$ cat config.mk
export PLATFORM = sky130hd
export DESIGN_NAME = window_scan_top
export DESIGN_NICKNAME = d
export VERILOG_FILES = /design/src/rtl/scan_geom_pkg.sv /design/src/rtl/window_pkg.sv /design/src/rtl/scan_counter.sv /design/src/rtl/scan_fsm.sv /design/src/rtl/line_window.sv /design/src/rtl/window_transpose.sv /design/src/rtl/window_scan_top.sv
export SDC_FILE = /design/constraint.sdc
export NUM_CORES = 1
export LEC_CHECK = 0
export ABC_CLOCK_PERIOD_IN_PS = 2270
export BUFFER_PORTS_ARGS = -buffer_cell sky130_fd_sc_hd__clkbuf_2
export CAP_MARGIN = 20
export CORE_MARGIN = 3
export CORE_UTILIZATION = 55
export DETAILED_ROUTE_END_ITERATION = 8
export PLACE_DENSITY = 0.73
export SLEW_MARGIN = 5
export SYNTH_ARGS = -nofsm -noshare
export SYNTH_HDL_FRONTEND = slang
export SYNTH_HIERARCHICAL = 1
export SYNTH_SLANG_ARGS = --single-unit
$ cat constraint.sdc
create_clock -name clk -period 2.27 [get_ports clk]
set_clock_uncertainty 0.2 [all_clocks]
set_input_delay 0.1135 -clock clk [delete_from_list [all_inputs] [get_ports clk]]
set_output_delay 0.1135 -clock clk [all_outputs]
set_load 0.01 [all_outputs]
$ cat src/rtl/scan_geom_pkg.sv
/*
  scan geometry
  line, window and frame sizes of the binary window scanner,
  all counted in pixels, beats (pixel pairs) or lines
*/

package scan_geom_pkg;

  // ******************************
  // pixel stream
  // ******************************
  localparam int PIX_PER_BEAT = 2;
  localparam int LINE_PIX     = 32;
  localparam int LINE_PAIRS   = LINE_PIX / PIX_PER_BEAT;

  // ******************************
  // window and line delay
  // ******************************
  localparam int WIN        = 8;
  localparam int WIN_PAIRS  = WIN / PIX_PER_BEAT;
  // beats a pair spends outside the window rows per line
  localparam int LINE_DELAY = LINE_PAIRS - WIN_PAIRS;

  // frame height and counter widths
  localparam int FRAME_LINES = 12;
  localparam int COL_W       = 4;
  localparam int LINE_W      = 4;

endpackage

$ cat src/rtl/window_pkg.sv
/*
  window types
  pixel pair, window row and window vectors, the scan position
  struct and the scan FSM states
*/

package window_pkg;

  // bit 0 is the left pixel of the beat
  typedef logic [scan_geom_pkg::PIX_PER_BEAT-1:0] pix_pair_t;

  // bit 0 is the leftmost pixel
  typedef logic [scan_geom_pkg::WIN-1:0] win_row_t;

  // row 0 is the oldest (top) line
  typedef win_row_t [scan_geom_pkg::WIN-1:0] win_rows_t;

  // column-major, pixel (r, x) at bit x*WIN + r
  typedef logic [scan_geom_pkg::WIN*scan_geom_pkg::WIN-1:0] window_t;

  typedef logic [scan_geom_pkg::COL_W-1:0]  col_t;
  typedef logic [scan_geom_pkg::LINE_W-1:0] line_t;

  typedef struct packed {
    col_t  col;
    line_t line;
  } scan_pos_t;

  typedef enum logic [1:0] {
    IDLE,
    FILL,
    ACTIVE,
    GAP
  } scan_state_t;

endpackage

$ cat src/rtl/scan_counter.sv
/*
  scan position counter
  tracks the beat column and line of the pair now presented;
  advances on valid beats and returns to the frame origin
  when the FSM flags the last beat of the frame
*/

`timescale 1ns/1ps

module scan_counter (
  input  logic                  clk,
  input  logic                  rst,
  input  logic                  pix_valid,
  input  logic                  frame_end,
  output window_pkg::scan_pos_t pos
);

  logic col_last;

  // last beat of a line
  assign col_last = (pos.col == window_pkg::col_t'(scan_geom_pkg::LINE_PAIRS - 1));

  // ******************************
  // column and line count
  // ******************************
  always_ff @(posedge clk)
  begin
    if (rst)
    begin
      pos <= '0;
    end
    else if (frame_end)
    begin
      // frame wrap wins over the line wrap
      pos <= '0;
    end
    else if (pix_valid)
    begin
      if (col_last)
      begin
        pos.col  <= '0;
        pos.line <= pos.line + 1'b1;
      end
      else
      begin
        pos.col <= pos.col + 1'b1;
      end
    end
  end

endmodule

$ cat src/rtl/scan_fsm.sv
/*
  scan FSM
  follows the frame through fill, active and gap phases and
  registers the window-complete strobe for each valid beat;
  flags the last beat of the frame to the position counter
*/

`timescale 1ns/1ps

module scan_fsm (
  input  logic                  clk,
  input  logic                  rst,
  input  logic                  pix_valid,
  input  window_pkg::scan_pos_t pos,
  output logic                  win_strobe,
  output logic                  frame_end
);

  window_pkg::scan_state_t state;
  window_pkg::scan_state_t state_next;
  logic                    complete;
  logic                    line_end;
  logic                    gap_done;

  // beat whose window lies wholly inside the frame
  assign complete = (pos.line >= window_pkg::line_t'(scan_geom_pkg::WIN - 1)) &&
                    (pos.col >= window_pkg::col_t'(scan_geom_pkg::WIN_PAIRS - 1));
  assign line_end = (pos.col == window_pkg::col_t'(scan_geom_pkg::LINE_PAIRS - 1));
  // last beat before the window fits again on the new line
  assign gap_done = (pos.col == window_pkg::col_t'(scan_geom_pkg::WIN_PAIRS - 2));

  assign frame_end = pix_valid && line_end &&
                     (pos.line == window_pkg::line_t'(scan_geom_pkg::FRAME_LINES - 1));

  // ******************************
  // state transitions
  // ******************************
  always_comb
  begin
    state_next = state;
    if (pix_valid)
    begin
      case (state)
        window_pkg::IDLE:   state_next = window_pkg::FILL;
        window_pkg::FILL:   if (complete) state_next = window_pkg::ACTIVE;
        window_pkg::ACTIVE: if (line_end) state_next = window_pkg::GAP;
        window_pkg::GAP:    if (gap_done) state_next = window_pkg::ACTIVE;
        default:            state_next = window_pkg::IDLE;
      endcase
      if (frame_end)
        state_next = window_pkg::IDLE;
    end
  end

  always_ff @(posedge clk)
  begin
    if (rst)
    begin
      state      <= window_pkg::IDLE;
      win_strobe <= 1'b0;
    end
    else
    begin
      state <= state_next;
      // gap and idle beats never complete a window
      win_strobe <= pix_valid && complete &&
                    ((state == window_pkg::FILL) || (state == window_pkg::ACTIVE));
    end
  end

endmodule

$ cat src/rtl/line_window.sv
/*
  window line buffer
  WIN row shift registers, newest line in the last row; the pair
  leaving each row's left end runs through a line delay memory
  and enters the row above, so row 0 holds the oldest line
*/

`timescale 1ns/1ps

module line_window (
  input  logic                  clk,
  input  logic                  rst,
  input  window_pkg::pix_pair_t pix_in,
  input  logic                  pix_valid,
  output window_pkg::win_rows_t rows
);

  // one delay line per row that feeds a row above it
  window_pkg::pix_pair_t dly_mem [1:scan_geom_pkg::WIN-1][scan_geom_pkg::LINE_DELAY];
  logic [$clog2(scan_geom_pkg::LINE_DELAY)-1:0] dly_ptr;
  window_pkg::pix_pair_t dly_out [0:scan_geom_pkg::WIN-2];

  // ******************************
  // line delays
  // ******************************
  // read before write at a shared pointer gives exactly LINE_DELAY beats
  always_comb
  begin
    for (int k = 0; k < scan_geom_pkg::WIN - 1; k++)
      dly_out[k] = dly_mem[k+1][dly_ptr];
  end

  always_ff @(posedge clk)
  begin
    if (pix_valid)
    begin
      for (int k = 1; k < scan_geom_pkg::WIN; k++)
        dly_mem[k][dly_ptr] <= rows[k][scan_geom_pkg::PIX_PER_BEAT-1:0];
    end
  end

  always_ff @(posedge clk)
  begin
    if (rst)
    begin
      dly_ptr <= '0;
    end
    else if (pix_valid)
    begin
      if (dly_ptr == ($clog2(scan_geom_pkg::LINE_DELAY))'(scan_geom_pkg::LINE_DELAY - 1))
        dly_ptr <= '0;
      else
        dly_ptr <= dly_ptr + 1'b1;
    end
  end

  // ******************************
  // window rows
  // ******************************
  // pairs enter at the right end and move toward bit 0
  always_ff @(posedge clk)
  begin
    if (rst)
    begin
      rows <= '0;
    end
    else if (pix_valid)
    begin
      rows[scan_geom_pkg::WIN-1] <= {pix_in,
        rows[scan_geom_pkg::WIN-1][scan_geom_pkg::WIN-1:scan_geom_pkg::PIX_PER_BEAT]};
      for (int k = 0; k < scan_geom_pkg::WIN - 1; k++)
      begin
        rows[k] <= {dly_out[k],
          rows[k][scan_geom_pkg::WIN-1:scan_geom_pkg::PIX_PER_BEAT]};
      end
    end
  end

endmodule

$ cat src/rtl/window_transpose.sv
/*
  window output stage
  reorders the row-major window into column-major order and
  registers it together with its valid strobe
*/

`timescale 1ns/1ps

module window_transpose (
  input  logic                  clk,
  input  logic                  rst,
  input  window_pkg::win_rows_t rows,
  input  logic                  win_strobe,
  output window_pkg::window_t   window_data,
  output logic                  window_valid
);

  window_pkg::window_t col_major;

  // pixel (r, x) lands at bit x*WIN + r
  always_comb
  begin
    for (int r = 0; r < scan_geom_pkg::WIN; r++)
      for (int x = 0; x < scan_geom_pkg::WIN; x++)
        col_major[x*scan_geom_pkg::WIN + r] = rows[r][x];
  end

  always_ff @(posedge clk)
  begin
    if (rst)
    begin
      window_data  <= '0;
      window_valid <= 1'b0;
    end
    else
    begin
      window_valid <= win_strobe;
      // hold the last window between strobes
      if (win_strobe)
        window_data <= col_major;
    end
  end

endmodule

$ cat src/rtl/window_scan_top.sv
/*
  window scanner top
  sliding WIN x WIN window over a two-pixel-per-beat binary
  image stream; emits each window lying wholly inside the frame
*/

`timescale 1ns/1ps

module window_scan_top (
  input  logic                  clk,
  input  logic                  rst,
  input  window_pkg::pix_pair_t pix_in,
  input  logic                  pix_valid,
  output window_pkg::window_t   window_data,
  output logic                  window_valid
);

  window_pkg::scan_pos_t pos;
  window_pkg::win_rows_t rows;
  logic                  frame_end;
  logic                  win_strobe;

  // ******************************
  // scan control
  // ******************************
  scan_counter u_scan_counter (
    .clk       (clk),
    .rst       (rst),
    .pix_valid (pix_valid),
    .frame_end (frame_end),
    .pos       (pos)
  );

  scan_fsm u_scan_fsm (
    .clk        (clk),
    .rst        (rst),
    .pix_valid  (pix_valid),
    .pos        (pos),
    .win_strobe (win_strobe),
    .frame_end  (frame_end)
  );

  // data path
  line_window u_line_window (
    .clk       (clk),
    .rst       (rst),
    .pix_in    (pix_in),
    .pix_valid (pix_valid),
    .rows      (rows)
  );

  window_transpose u_window_transpose (
    .clk          (clk),
    .rst          (rst),
    .rows         (rows),
    .win_strobe   (win_strobe),
    .window_data  (window_data),
    .window_valid (window_valid)
  );

endmodule

## After elaboration in Yosys (flattened, before gate mapping)

Memories as Yosys holds them, arrays and structs flattened.
Index checks and enable logic that the tools add are counted.

- Flip-flop bits (word level): 144
- RAM bits: 168
- Bits of input ports: 5
- Output and inout port bits: 65
- Logic and storage cells: 77
- Memories kept: 1

Memories:

| name | depth | bits a word | read ports | clocked after memory_dff | wr ports | RTL line | source |
|---|---|---|---|---|---|---|---|
| u_line_window.dly_mem | 7 | 24 | 7 | 0 | 7 | line_window.sv:19 | `window_pkg::pix_pair_t dly_mem [1:scan_geom_pkg::WIN-1][scan_geom_pkg::LINE_DELAY];` |

- Add/sub/neg operators: 3
- Magnitude comparators: 4
- Equal/unequal tests: 10
- Multiplexer cells: 32
- Bitwise gates (word level): 1
- Reduce and logical (&&, ||, !) cells: 11

Operators by type and width:

| kind | count |
|---|---|
| $bmux 2 s4 | 7 |
| $mux 2 | 19 |
| $mux 24 | 1 |
| $add 4x1->4 const B | 3 |
| $eq 4x4->1 const B | 3 |
| $ne 3x2->1 const B | 3 |
| $demux 2 s4 | 1 |
| $mux 4 | 2 |
| $pmux 2 s4 | 1 |
| $logic_and 1x1->1 | 6 |
| $ge 5x5->1 const B | 1 |
| $lt 5x1->1 const B | 1 |
| $not 4->5 | 1 |
| $eq 2x2->1 const B | 2 |
| $eq 4x2->1 const B | 1 |
| $ge 4x2->1 const B | 1 |
| $ge 4x3->1 const B | 1 |
| $reduce_and 4->1 | 1 |
| $eq 2x1->1 const B | 1 |
| $logic_not 2->1 | 1 |
| $reduce_and 2->1 | 1 |
| $reduce_or 2->1 | 1 |
| $logic_or 1x1->1 | 1 |
| $mux 1 | 1 |

## Depth between registers and ports, before layout

Gate-level depths: netlist of run 1.

- Depth after elaboration: 6
- Mapped depth: 7
- Mapped depth without buffers: 7

## Modules after synthesis

Netlist of run 1, hierarchy kept.

By module, submodules not included:

| module | times used | cells each | area an instance (um^2) | sequential area each (um^2) |
|---|---|---|---|---|
| line_window | 1 | 582 | 8903.5 | 6406.1 |
| window_transpose | 1 | 208 | 2311.0 | 1301.2 |
| scan_counter | 1 | 39 | 365.4 | 160.2 |
| scan_fsm | 1 | 34 | 279.0 | 60.1 |

## Worst setup path before layout of run 1

Ideal clock, no wire load.

- Path type: flip-flop to flip-flop
- Start point: reg u_line_window/dly_ptr[1] (netlist bit)
- End point: reg u_line_window/dly_mem[0][100] (netlist name)
- Setup time: 0.366 ns
- Arrival time: 1.495 ns
- Data required time: 1.704 ns
- Slack: 0.209 ns
- Cell stages (with the launch flop): 7
- Cell sequence: dfxtp_1 -> buf_2 -> buf_4 -> buf_2 -> inv_1 -> ha_1 -> and3_1

RTL lines:

| item | RTL line | source |
|---|---|---|
| start, declared | line_window.sv:20 | `logic [$clog2(scan_geom_pkg::LINE_DELAY)-1:0] dly_ptr;` |
| start signal, assigned | line_window.sv:53 | `dly_ptr <= dly_ptr + 1'b1;` |

## Final worst setup path of run 1

- Start point: reg u_line_window/dly_ptr[0] (netlist bit)
- End point: reg u_line_window/rows[6] (netlist bit)

- Word-level cells in the longest chain between the ends: 4

RTL lines:

| item | RTL line | source |
|---|---|---|
| $not 4->5 (not written as such) | line_window.sv:30 | `dly_out[k] = dly_mem[k+1][dly_ptr];` |
| $bmux 2 s4 | line_window.sv:30 |  |
| $mux 2 (not written as such) (2 in series) | line_window.sv:30 |  |
| end signal, assigned by index | line_window.sv:69 | `rows[scan_geom_pkg::WIN-1] <= {pix_in,` |
| end signal, assigned by index | line_window.sv:73 | `rows[k] <= {dly_out[k],` |
| end, declared | line_window.sv:15 | `output window_pkg::win_rows_t rows` |

No other way between the ends. The select of a mux whose other input is x is not followed.
A chain may end at the register's enable or synchronous reset.

==> impl_metrics.toml, run 1 <==
[synthesis]
syn_avg_cell_area_um2 = 13.74
synth_compound_area_share_pct = 3.418
synth_seq_area_share_pct = 66.85
synthCells = 863
synth.area.top_cells = "edfxtp_1 43%, dfxtp_1 24%, mux2i_1 17%"
synthSimpleGateAreaFrac_pct = 8.219
netlist.top_cell.by_area = "edfxtp_1"
synth_fa_ha_area_share_pct = 1.055
yosys_warnings = 6
synth.net_count = 878
synth.area.mux_share_pct = 16.97
synth-edff-count = 168
synthTopCellsByCount = "201 x mux2i_1, 168 x edfxtp_1, 144 x dfxtp_1"
synth_top_area_share_pct = 42.54
synth_top_family_by_area = "multiplexers"
synthXorXnorAreaFrac_pct = 0.3693
yosys_most_used_dff = "edfxtp_1"
synth_area_mm2 = 0.01186
ys_ff_latch = 312
ys_types = 42
synth.most_common_cell = "mux2i_1"
async_reset_ff_share_pct = 0

[floorplanning]
die_area_mm2 = 0.02336
rows = 53
die_w_um = 152.8
coreArea_mm2 = 0.02109
die_y_um = 152.8
io_pins = 70
start_util_pct = 56.24

[global_routing]
antenna_found_initial = 0
grt_pass1_vias = 6997
track_usage_pct = 20.89
grt_start_max_net_pins = 65
grt_overflow_total = 0
grt_pass1_wl_um = 39500

[placement]
dp_cells = 1185
gp_congestion = 0.7980
hpwl_um = 15590
io_buffers = 69

[clock_tree]
cts.sinks = 312
clock_latency_ns = 0.54
cts_repair_resize_count = 0
clk_path_buf_depth = 3
postCtsSetupRepairBufs = 0
cts.clk_slew.worst_paths_ns = 0.06
cts_inserted_buffers = 30
ctsHtreeMaxLevel = 1
root_buffer = "clkbuf_16"
cts_hold_buf = 4
cts_tree = "built"

[sta]
rsz0062_at_grt = "no"
maxSlewViolCount = 0
worst_pin_slew_ns = 0.7854
period_minus_slack_ns = 2.110
post-route-period-util_pct = 92.96
final.setup.tns_ns = 0
finalHoldViolCount = 0
setup_viol = 0
fmax_mhz = 473.9
worst_slew_margin_rel_pct = 47.64

[route]
post_drt_wl_per_cell_um = 19.75
avgViaCountPerCell = 5.659
vias = 7045
drc = 0
drt_wl_total_um = 24590
first_pass_iters = 5
drt-initial-drc-count = 567
detail-route-antenna-nets = 0

[finish]
drive_above_1_share_pct = 16.70
area_growth_pct = 14.68
diodes = 0
finalNetCount = 961
stdcell_count = 1245

[worst_hold_path]
holdPathEnd = "u_line_window/rows[63]$_SDFFE_PP0P_"
hold_start = "pix_in[1]"
whs_path_depth = 4
hp-class = "input pin to register"

[setup_path]
crit_arrival_ns = 2.33
reg2reg_slack_ns = 0.16
regToRegEndpoint = "u_line_window/rows[6]$_SDFFE_PP0P_"
crit_fanout = 14
critPathKind = "register to register"
cp.required_ns = 2.49
cp-start-kind = "register"
r2r_start = "u_line_window/dly_ptr[0]$_SDFFE_PP0P_"
critical_path.endpoint_type = "register"
r2r.worst_path.cells = 5

[power_and_ir_drop]
vdd_drop_max_v = 0.0006195
p_leak_nw = 4.817
pwr_density_cell_mw_per_mm2 = 872.4

[run_status]
status = "complete, no violations"

[run]
drv_cap = 0
==> worst max-delay path, cell delays in order, from the launching register on <==
cell	delay, ns
dfxtp_2	0.38
buf_4	0.25
or3b_1	0.57
o22ai_1	0.20
o32ai_1	0.32
nor2_1	0.07
==> flip-flops by register name, indices dropped and copies added (netlist names) <==
| register | cells |
|---|---|
| u_line_window/dly_ptr | 4 |
| u_window_transpose/window_valid | 1 |
| u_scan_fsm/win_strobe | 1 |
| u_window_transpose/window_data | 64 |
| u_line_window/rows | 64 |
| u_scan_fsm/state | 2 |
| u_scan_counter/pos | 8 |
| u_line_window/dly_mem | 168 |
==> cell usage in the layout, fill, tap and decap left out, drive strengths merged, types with 2 or more instances in the layout <==
| cell | synthesis | final |
|---|---|---|
| dlygate4sd3 | 0 | 4 |
| nor3 | 29 | 29 |
| nand2 | 6 | 6 |
| edfxtp | 168 | 168 |
| nor2 | 143 | 143 |
| and3 | 11 | 11 |
| mux2i | 201 | 201 |
| xor2 | 4 | 4 |
| or3b | 3 | 3 |
| dfxtp | 144 | 144 |
| ha | 10 | 10 |
| or3 | 3 | 3 |
| clkbuf | 15 | 107 |
| o21ai | 2 | 2 |
| nand3b | 4 | 4 |
| clkinvlp | 0 | 2 |
| clkinv | 0 | 10 |
| bufinv | 0 | 3 |
| o22ai | 30 | 30 |
| o221ai | 14 | 14 |
| or2 | 2 | 2 |
| a21oi | 6 | 6 |
| nand4 | 3 | 3 |
| buf | 41 | 36 |
| nor2b | 3 | 3 |
| inv | 8 | 9 |
| nand3 | 4 | 4 |
==> routing by layer <==
metal	vias up	part of all wire, %	track usage, %
met3	33	6.5	4.304
met2	220	47	33.11
met5	-	0	0
met4	0	1.6	4.922
li1	3316	-	-
met1	3476	45	30.07
==> where the power goes <==
part | switching (W) | total (W) | internal (W) | leakage, nW
logic | 0.000379 | 0.000654 | 0.000275 | 1.80
registers | 0.000107 | 0.00612 | 0.00602 | 2.51
clock network | 0.00207 | 0.00509 | 0.00302 | 0.505
==> cell type report <==
class | count | area, um2
Clock inverter | 16 | 171.4
Inverter | 8 | 30.03
Multi-Input combinational cell | 487 | 3561
Clock buffer | 40 | 860.8
Fill cell | 1565 | 7488
Tap cell | 275 | 344.1
Timing Repair Buffer | 107 | 695.7
Sequential cell | 312 | 7936
==> metrics by stage <==
stage	utilization, %	instance area (um2)	hold WS (ns)	total power (W)	setup WS, ns
after floorplan	-	11860	-0.003436	0.006692	0.2088
final	64.49	13600	0.1720	0.01186	0.1597
after global placement	59.40	12530	0.1634	0.006866	0.2906
after global routing	64.49	13600	0.2219	0.01223	0.05110
after CTS	64.49	13600	0.1633	0.01194	0.1656
after detailed placement	59.40	12530	0.1755	0.006887	0.1831
==> cells by family (layout without fill, tap and decap cells) <==
logic type | after synthesis | after routing
DFF | 312 | 312
xor gates and xnor gates | 5 | 5
AOI/OAI and AO/OA | 58 | 58
adders and majority gates | 10 | 10
muxes | 201 | 201
and+or+nand+nor | 213 | 213
buffers and inverters | 64 | 171
==> how the worst max path moves through the flow <==
stage / cells after the start / start / endpoint
6_report: 5 / u_line_window/dly_ptr[0]$_SDFFE_PP0P_ / u_line_window/rows[6]$_SDFFE_PP0P_
5_1_grt: 5 / u_line_window/dly_ptr[0]$_SDFFE_PP0P_ / u_line_window/rows[6]$_SDFFE_PP0P_
4_1_cts: 5 / u_line_window/dly_ptr[0]$_SDFFE_PP0P_ / u_line_window/rows[6]$_SDFFE_PP0P_
3_5_place_dp: 5 / u_line_window/dly_ptr[0]$_SDFFE_PP0P_ / u_line_window/rows[6]$_SDFFE_PP0P_
3_3_place_gp: 5 / u_line_window/dly_ptr[0]$_SDFFE_PP0P_ / u_line_window/rows[6]$_SDFFE_PP0P_
2_1_floorplan: 6 / u_line_window/dly_ptr[1]$_SDFFE_PP0P_ / u_line_window/dly_mem[0][100]$_DFFE_PP_
Note: power is estimated with default switching activity, not from simulation.
==> inputs of run 2 (changes only) <==
- PLACE_DENSITY: 0.73 -> 0.72
==> impl_metrics.toml, run 2 (synthesis gave the netlist of run 1 again) <==
[route]
drt-initial-drc-count = 587
drc = 0
post_drt_wl_per_cell_um = 20.39
detail-route-antenna-nets = 0
drt_wl_total_um = 25530
vias = 7001
first_pass_iters = 4
avgViaCountPerCell = 5.592

[placement]
gp_congestion = 0.8183
postPlaceCellArea_mm2 = 0.01259
post-place-ws_ns = 0.2734
hpwl_um = 16030
io_buffers = 69

[sta]
worst_pin_slew_ns = 0.8511
maxSlewViolCount = 0
finalHoldViolCount = 0
worst_slew_margin_rel_pct = 43.26
post-route-period-util_pct = 90.13
period_minus_slack_ns = 2.046
rsz0062_at_grt = "no"
setup_viol = 0
final.setup.tns_ns = 0
fmax_mhz = 488.8
setup_slack_ns = 0.2241

[clock_tree]
root_buffer = "clkbuf_16"
cts.clk_slew.worst_paths_ns = 0.06
clk_path_buf_depth = 3
cts_hold_buf = 4
cts_repair_resize_count = 0
cts_inserted_buffers = 34
clock_latency_ns = 0.50
cts_tree = "built"
postCtsSetupRepairBufs = 0
ctsHtreeMaxLevel = 2
cts.sinks = 312

[global_routing]
grt_overflow_total = 0
grt_start_max_net_pins = 63
grt_pass1_wl_um = 39980
track_usage_pct = 21.67
antenna_found_initial = 0
grt_pass1_vias = 6998

[floorplanning]
io_pins = 70
die_area_mm2 = 0.02336
die_y_um = 152.8
start_util_pct = 56.24
rows = 53
coreArea_mm2 = 0.02109
die_w_um = 152.8

[finish]
top_register = "u_line_window/dly_mem"
mostFrequentLayoutCell = "mux2i_1"
largest_reg_flops = 168
finalNetCount = 967
area_growth_pct = 15.85
finalInstanceArea_mm2 = 0.01374
multi_input_area_mm2 = 0.003561
utilization_pct = 65.15
seq_area_mm2 = 0.007936
drive_above_1_share_pct = 16.89
mostFrequentLayoutCells = "201 x mux2i_1, 168 x edfxtp_1, 142 x nor2_1, 141 x dfxtp_1, 67 x clkbuf_2"
final.fill_count = 1558
diodes = 0
reg_top3 = "u_line_window/dly_mem (168), u_line_window/rows (64), u_window_transpose/window_data (64)"

[power_and_ir_drop]
pwr-share-clk_pct = 44.4
p_int_w = 0.009576
sw_frac_of_total_pct = 21.40
p_sw_w = 0.002607
p_leak_nw = 4.865
total_power_w = 0.01218
pwr_density_cell_mw_per_mm2 = 886.8
combPwrFrac_pct = 5.3
sequentialPowerShare_pct = 50.3
vdd_drop_max_v = 0.0006137

[setup_path]
cp.required_ns = 2.47
critPathKind = "register to register"
cp_cell_sequence = "or3b_1 > buf_4 > o22ai_1 > nor3_1 > nor3_1"
critPathBufInv = 1
startpoint = "u_line_window/dly_ptr[3]$_SDFFE_PP0P_"
r2r_start = "u_line_window/dly_ptr[3]$_SDFFE_PP0P_"
crit_fanout = 10
crit_arrival_ns = 2.25
cp-start-kind = "register"
cpPeakStageDelay_ns = 0.55
cp_common_cell = "nor3_1"
critPathTopFamily = "simple AND/OR/NAND/NOR gates"
slowest_stage = "or3b_1"
critical_path.endpoint_type = "register"

[worst_hold_path]
hold_start = "pix_in[0]"
hp-class = "input pin to register"

[run_status]
status = "complete, no violations"

[run]
drv_cap = 0
run 2: layout make-up:
| class | count | share of cell area [%] |
|---|---|---|
| Tap cell | 275 | 2.505 |
| Sequential cell | 312 | 57.77 |
| Multi-Input combinational cell | 487 | 25.92 |
| Inverter | 8 | 0.2186 |
| Clock buffer | 47 | 6.922 |
| Clock inverter | 14 | 1.129 |
| Timing Repair Buffer | 109 | 5.537 |
run 2: per-stage QoR:
stage / hold slack, ns / cells
4_1_cts: 0.1811 / 1252
3_3_place_gp: 0.1577 / 1187
5_1_grt: 0.2251 / 1252
2_1_floorplan: -0.003436 / 863
6_report: 0.1906 / 1252
3_5_place_dp: 0.1643 / 1187
run 2: per-layer routing:
metal | share of wire [%] | up-vias | GRT usage, %
li1 | - | 3324 | -
met1 | 44 | 3445 | 29.97
met2 | 48 | 199 | 35.47
met3 | 5.7 | 33 | 4.275
met4 | 2.0 | 0 | 5.897
met5 | 0 | - | 0
run 2: power by group through the flow:
stage / combinational (W) / sequential (W) / clock [W]
3_3_place_gp: 0.000620 / 0.00625 / 0
3_5_place_dp: 0.000633 / 0.00625 / 0
2_1_floorplan: 0.000501 / 0.00619 / 0
6_report: 0.000641 / 0.00613 / 0.00541
5_1_grt: 0.000701 / 0.00614 / 0.00575
4_1_cts: 0.000641 / 0.00613 / 0.00550
run 2: worst min-delay path: cells and delay by family:
kind          cells  cell delay, ns
buf+inv           2            0.61
simple gates      1            0.07
mux               1            0.06
run 2: worst paths after layout:
check	end	slack [ns]	cells past startpoint
worst max-delay path	u_line_window/rows[23]$_SDFFE_PP0P_	0.22	5
worst min-delay path	u_line_window/rows[62]$_SDFFE_PP0P_	0.19	4
worst max register to register	u_line_window/rows[23]$_SDFFE_PP0P_	0.22	5
worst min register to register	u_window_transpose/window_data[12]$_SDFFE_PP0P_	0.29	2
==> inputs of run 3 (changes only) <==
- BUFFER_PORTS_ARGS: -buffer_cell sky130_fd_sc_hd__clkbuf_2 -> default
- CORE_UTILIZATION: 55 -> 63
- CTS_CLUSTER_DIAMETER: default -> 100
- DONT_BUFFER_PORTS: default -> 1
- PLACE_DENSITY: 0.72 -> 0.78
==> impl_metrics.toml, run 3 (synthesis gave the netlist of run 1 again) <==
[run_status]
status = "complete, no violations"

[global_routing]
grt_pass1_wl_um = 47500
grt_use_met2_pct = 52.37
grt_pass1_vias = 8080
busiest_layer = "met2"
grtUsageMet1_pct = 37.85
track_usage_pct = 30.72
grt_use_met3_pct = 7.033
grt_start_max_net_pins = 83
grt_overflow_total = 0
antenna_found_initial = 0

[finish]
largest_reg_flops = 168
finalInstanceArea_mm2 = 0.01407
drive_above_1_share_pct = 8.925
mostFrequentLayoutCell = "mux2i_1"
finalNetCount = 977
utilization_pct = 77.26
mostFrequentLayoutCells = "201 x mux2i_1, 168 x edfxtp_1, 142 x nor2_1, 141 x dfxtp_1, 92 x dlygate4sd3_1"
area_growth_pct = 18.63
final.fill_count = 978
diodes = 0
reg_top3 = "u_line_window/dly_mem (168), u_line_window/rows (64), u_window_transpose/window_data (64)"
top_register = "u_line_window/dly_mem"

[worst_hold_path]
whs_path_depth = 3
hold_start = "rst"
hp-class = "input pin to register"
holdPathEnd = "u_line_window/rows[47]$_SDFFE_PP0P_"

[setup_path]
cp_cell_sequence = "buf_12 > mux2i_1 > nor2_1 > dlygate4sd3_1"
critPathBufInv = 2
critical_path.endpoint_type = "register"
cp-start-kind = "register"
reg2reg_slack_ns = 0.07
critPathKind = "register to register"
crit_fanout = 46
cpPeakStageDelay_ns = 0.61
slowest_stage = "dlygate4sd3_1"
cp.required_ns = 2.49
crit_arrival_ns = 2.42
startpoint = "u_scan_fsm/win_strobe$_SDFF_PP0_"
regToRegEndpoint = "u_window_transpose/window_data[7]$_SDFFE_PP0P_"
critPathTopFamily = "buffers and inverters"
r2r_start = "u_scan_fsm/win_strobe$_SDFF_PP0_"
r2r.worst_path.cells = 4

[power_and_ir_drop]
pwr-share-clk_pct = 42.8
combPwrFrac_pct = 5.8
vdd_drop_max_v = 0.0007778
sw_frac_of_total_pct = 22.11
p_leak_nw = 5.113
p_int_w = 0.009303
pwr_density_cell_mw_per_mm2 = 848.9
p_sw_w = 0.002640
sequentialPowerShare_pct = 51.3

[route]
first_pass_iters = 5
drc = 0
post_drt_wl_per_cell_um = 25.50
drt-initial-drc-count = 834
detail-route-antenna-nets = 0
avgViaCountPerCell = 6.358
drt_wl_total_um = 30990
vias = 7725

[floorplanning]
die_w_um = 143.2
rows = 49
die_y_um = 143.2
io_pins = 70
die_area_mm2 = 0.02051
start_util_pct = 65.13
coreArea_mm2 = 0.01821

[sta]
fmax_mhz = 455.4
maxSlewViolCount = 0
fin_hold_ws_ns = 0.04489
finalHoldViolCount = 0
worst_pin_slew_ns = 0.8397
final.setup.tns_ns = 0
period_minus_slack_ns = 2.196
post-route-period-util_pct = 96.73
rsz0062_at_grt = "no"
setup_viol = 0
worst_slew_margin_rel_pct = 44.02

[clock_tree]
ctsHtreeMaxLevel = 1
clk_path_buf_depth = 3
postCtsSetupRepairBufs = 0
cts_inserted_buffers = 30
cts.sinks = 312
cts.clk_slew.worst_paths_ns = 0.06
root_buffer = "clkbuf_16"
clock_latency_ns = 0.56
cts_tree = "built"

[placement]
hpwl_um = 15870
postPlaceCellArea_mm2 = 0.01203
io_buffers = 0
gp_congestion = 0.8735

[run]
drv_cap = 0
run 3: cell types whose count changed in the layout (fill, tap and decap cells not counted), sizes merged:
cell	previous run	this run
dlygate4sd3	4	92
clkinvlp	3	2
clkinv	7	11
dlymetal6s4s	0	2
clkbuf	114	41
inv	9	8
buf	38	28
run 3: repair_timing:
| item | CTS | global route |
|---|---|---|
| endpoints found under the setup margin | 0 | 2 |
| endpoints found under the hold margin | 250 | 0 |
| resized for setup | 0 | 3 |
| hold buffers | 97 | 0 |
run 3: metrics by stage:
step                power, W  std cells  setup WS [ns]
finish               0.01194       1215        0.07430
global route         0.01224       1215        0.01867
CTS                  0.01186       1215        0.06100
detailed placement  0.006792       1062         0.2035
global placement    0.006760       1062         0.2652
floorplan           0.006692        863         0.2088
run 3: power groups by stage:
stage	clock, W	combinational (W)	sequential, W
detailed placement	0	0.000549	0.00624
global placement	0	0.000526	0.00623
CTS	0.00507	0.000666	0.00612
floorplan	0	0.000501	0.00619
finish	0.00512	0.000695	0.00613
global route	0.00536	0.000741	0.00614
run 3: layout make-up:
class / count / area, um2 / share of cell area (%)
inverters: 8 / 30.03 / 0.2134
repair buffers: 123 / 1239 / 8.805
well taps: 229 / 286.5 / 2.037
flip-flops and latches: 312 / 7936 / 56.41
multi-input cells: 487 / 3561 / 25.31
clock buffers: 40 / 859.6 / 6.110
clock inverters: 16 / 156.4 / 1.112
run 3: worst min-delay path, cell delays in order:
cell and delay, ns:
buf_12 0.17, buf_16 0.33, nor3_2 0.09
run 3: worst max path at each step:
stage | end | slack (ns) | depth (start not counted)
finish | u_window_transpose/window_data[7]$_SDFFE_PP0P_ | 0.07 | 4
global route | u_line_window/rows[31]$_SDFFE_PP0P_ | 0.02 | 4
CTS | u_line_window/rows[19]$_SDFFE_PP0P_ | 0.06 | 6
detailed placement | u_line_window/rows[31]$_SDFFE_PP0P_ | 0.20 | 5
global placement | u_line_window/rows[31]$_SDFFE_PP0P_ | 0.27 | 5
floorplan | u_line_window/dly_mem[0][100]$_DFFE_PP_ | 0.21 | 6
run 3: layer usage:
layer / up-vias / part of all wire, %
met3: 90 / 9.0
met1: 3824 / 36
met5: - / 0
met2: 462 / 51
li1: 3349 / -
met4: 0 / 4.2
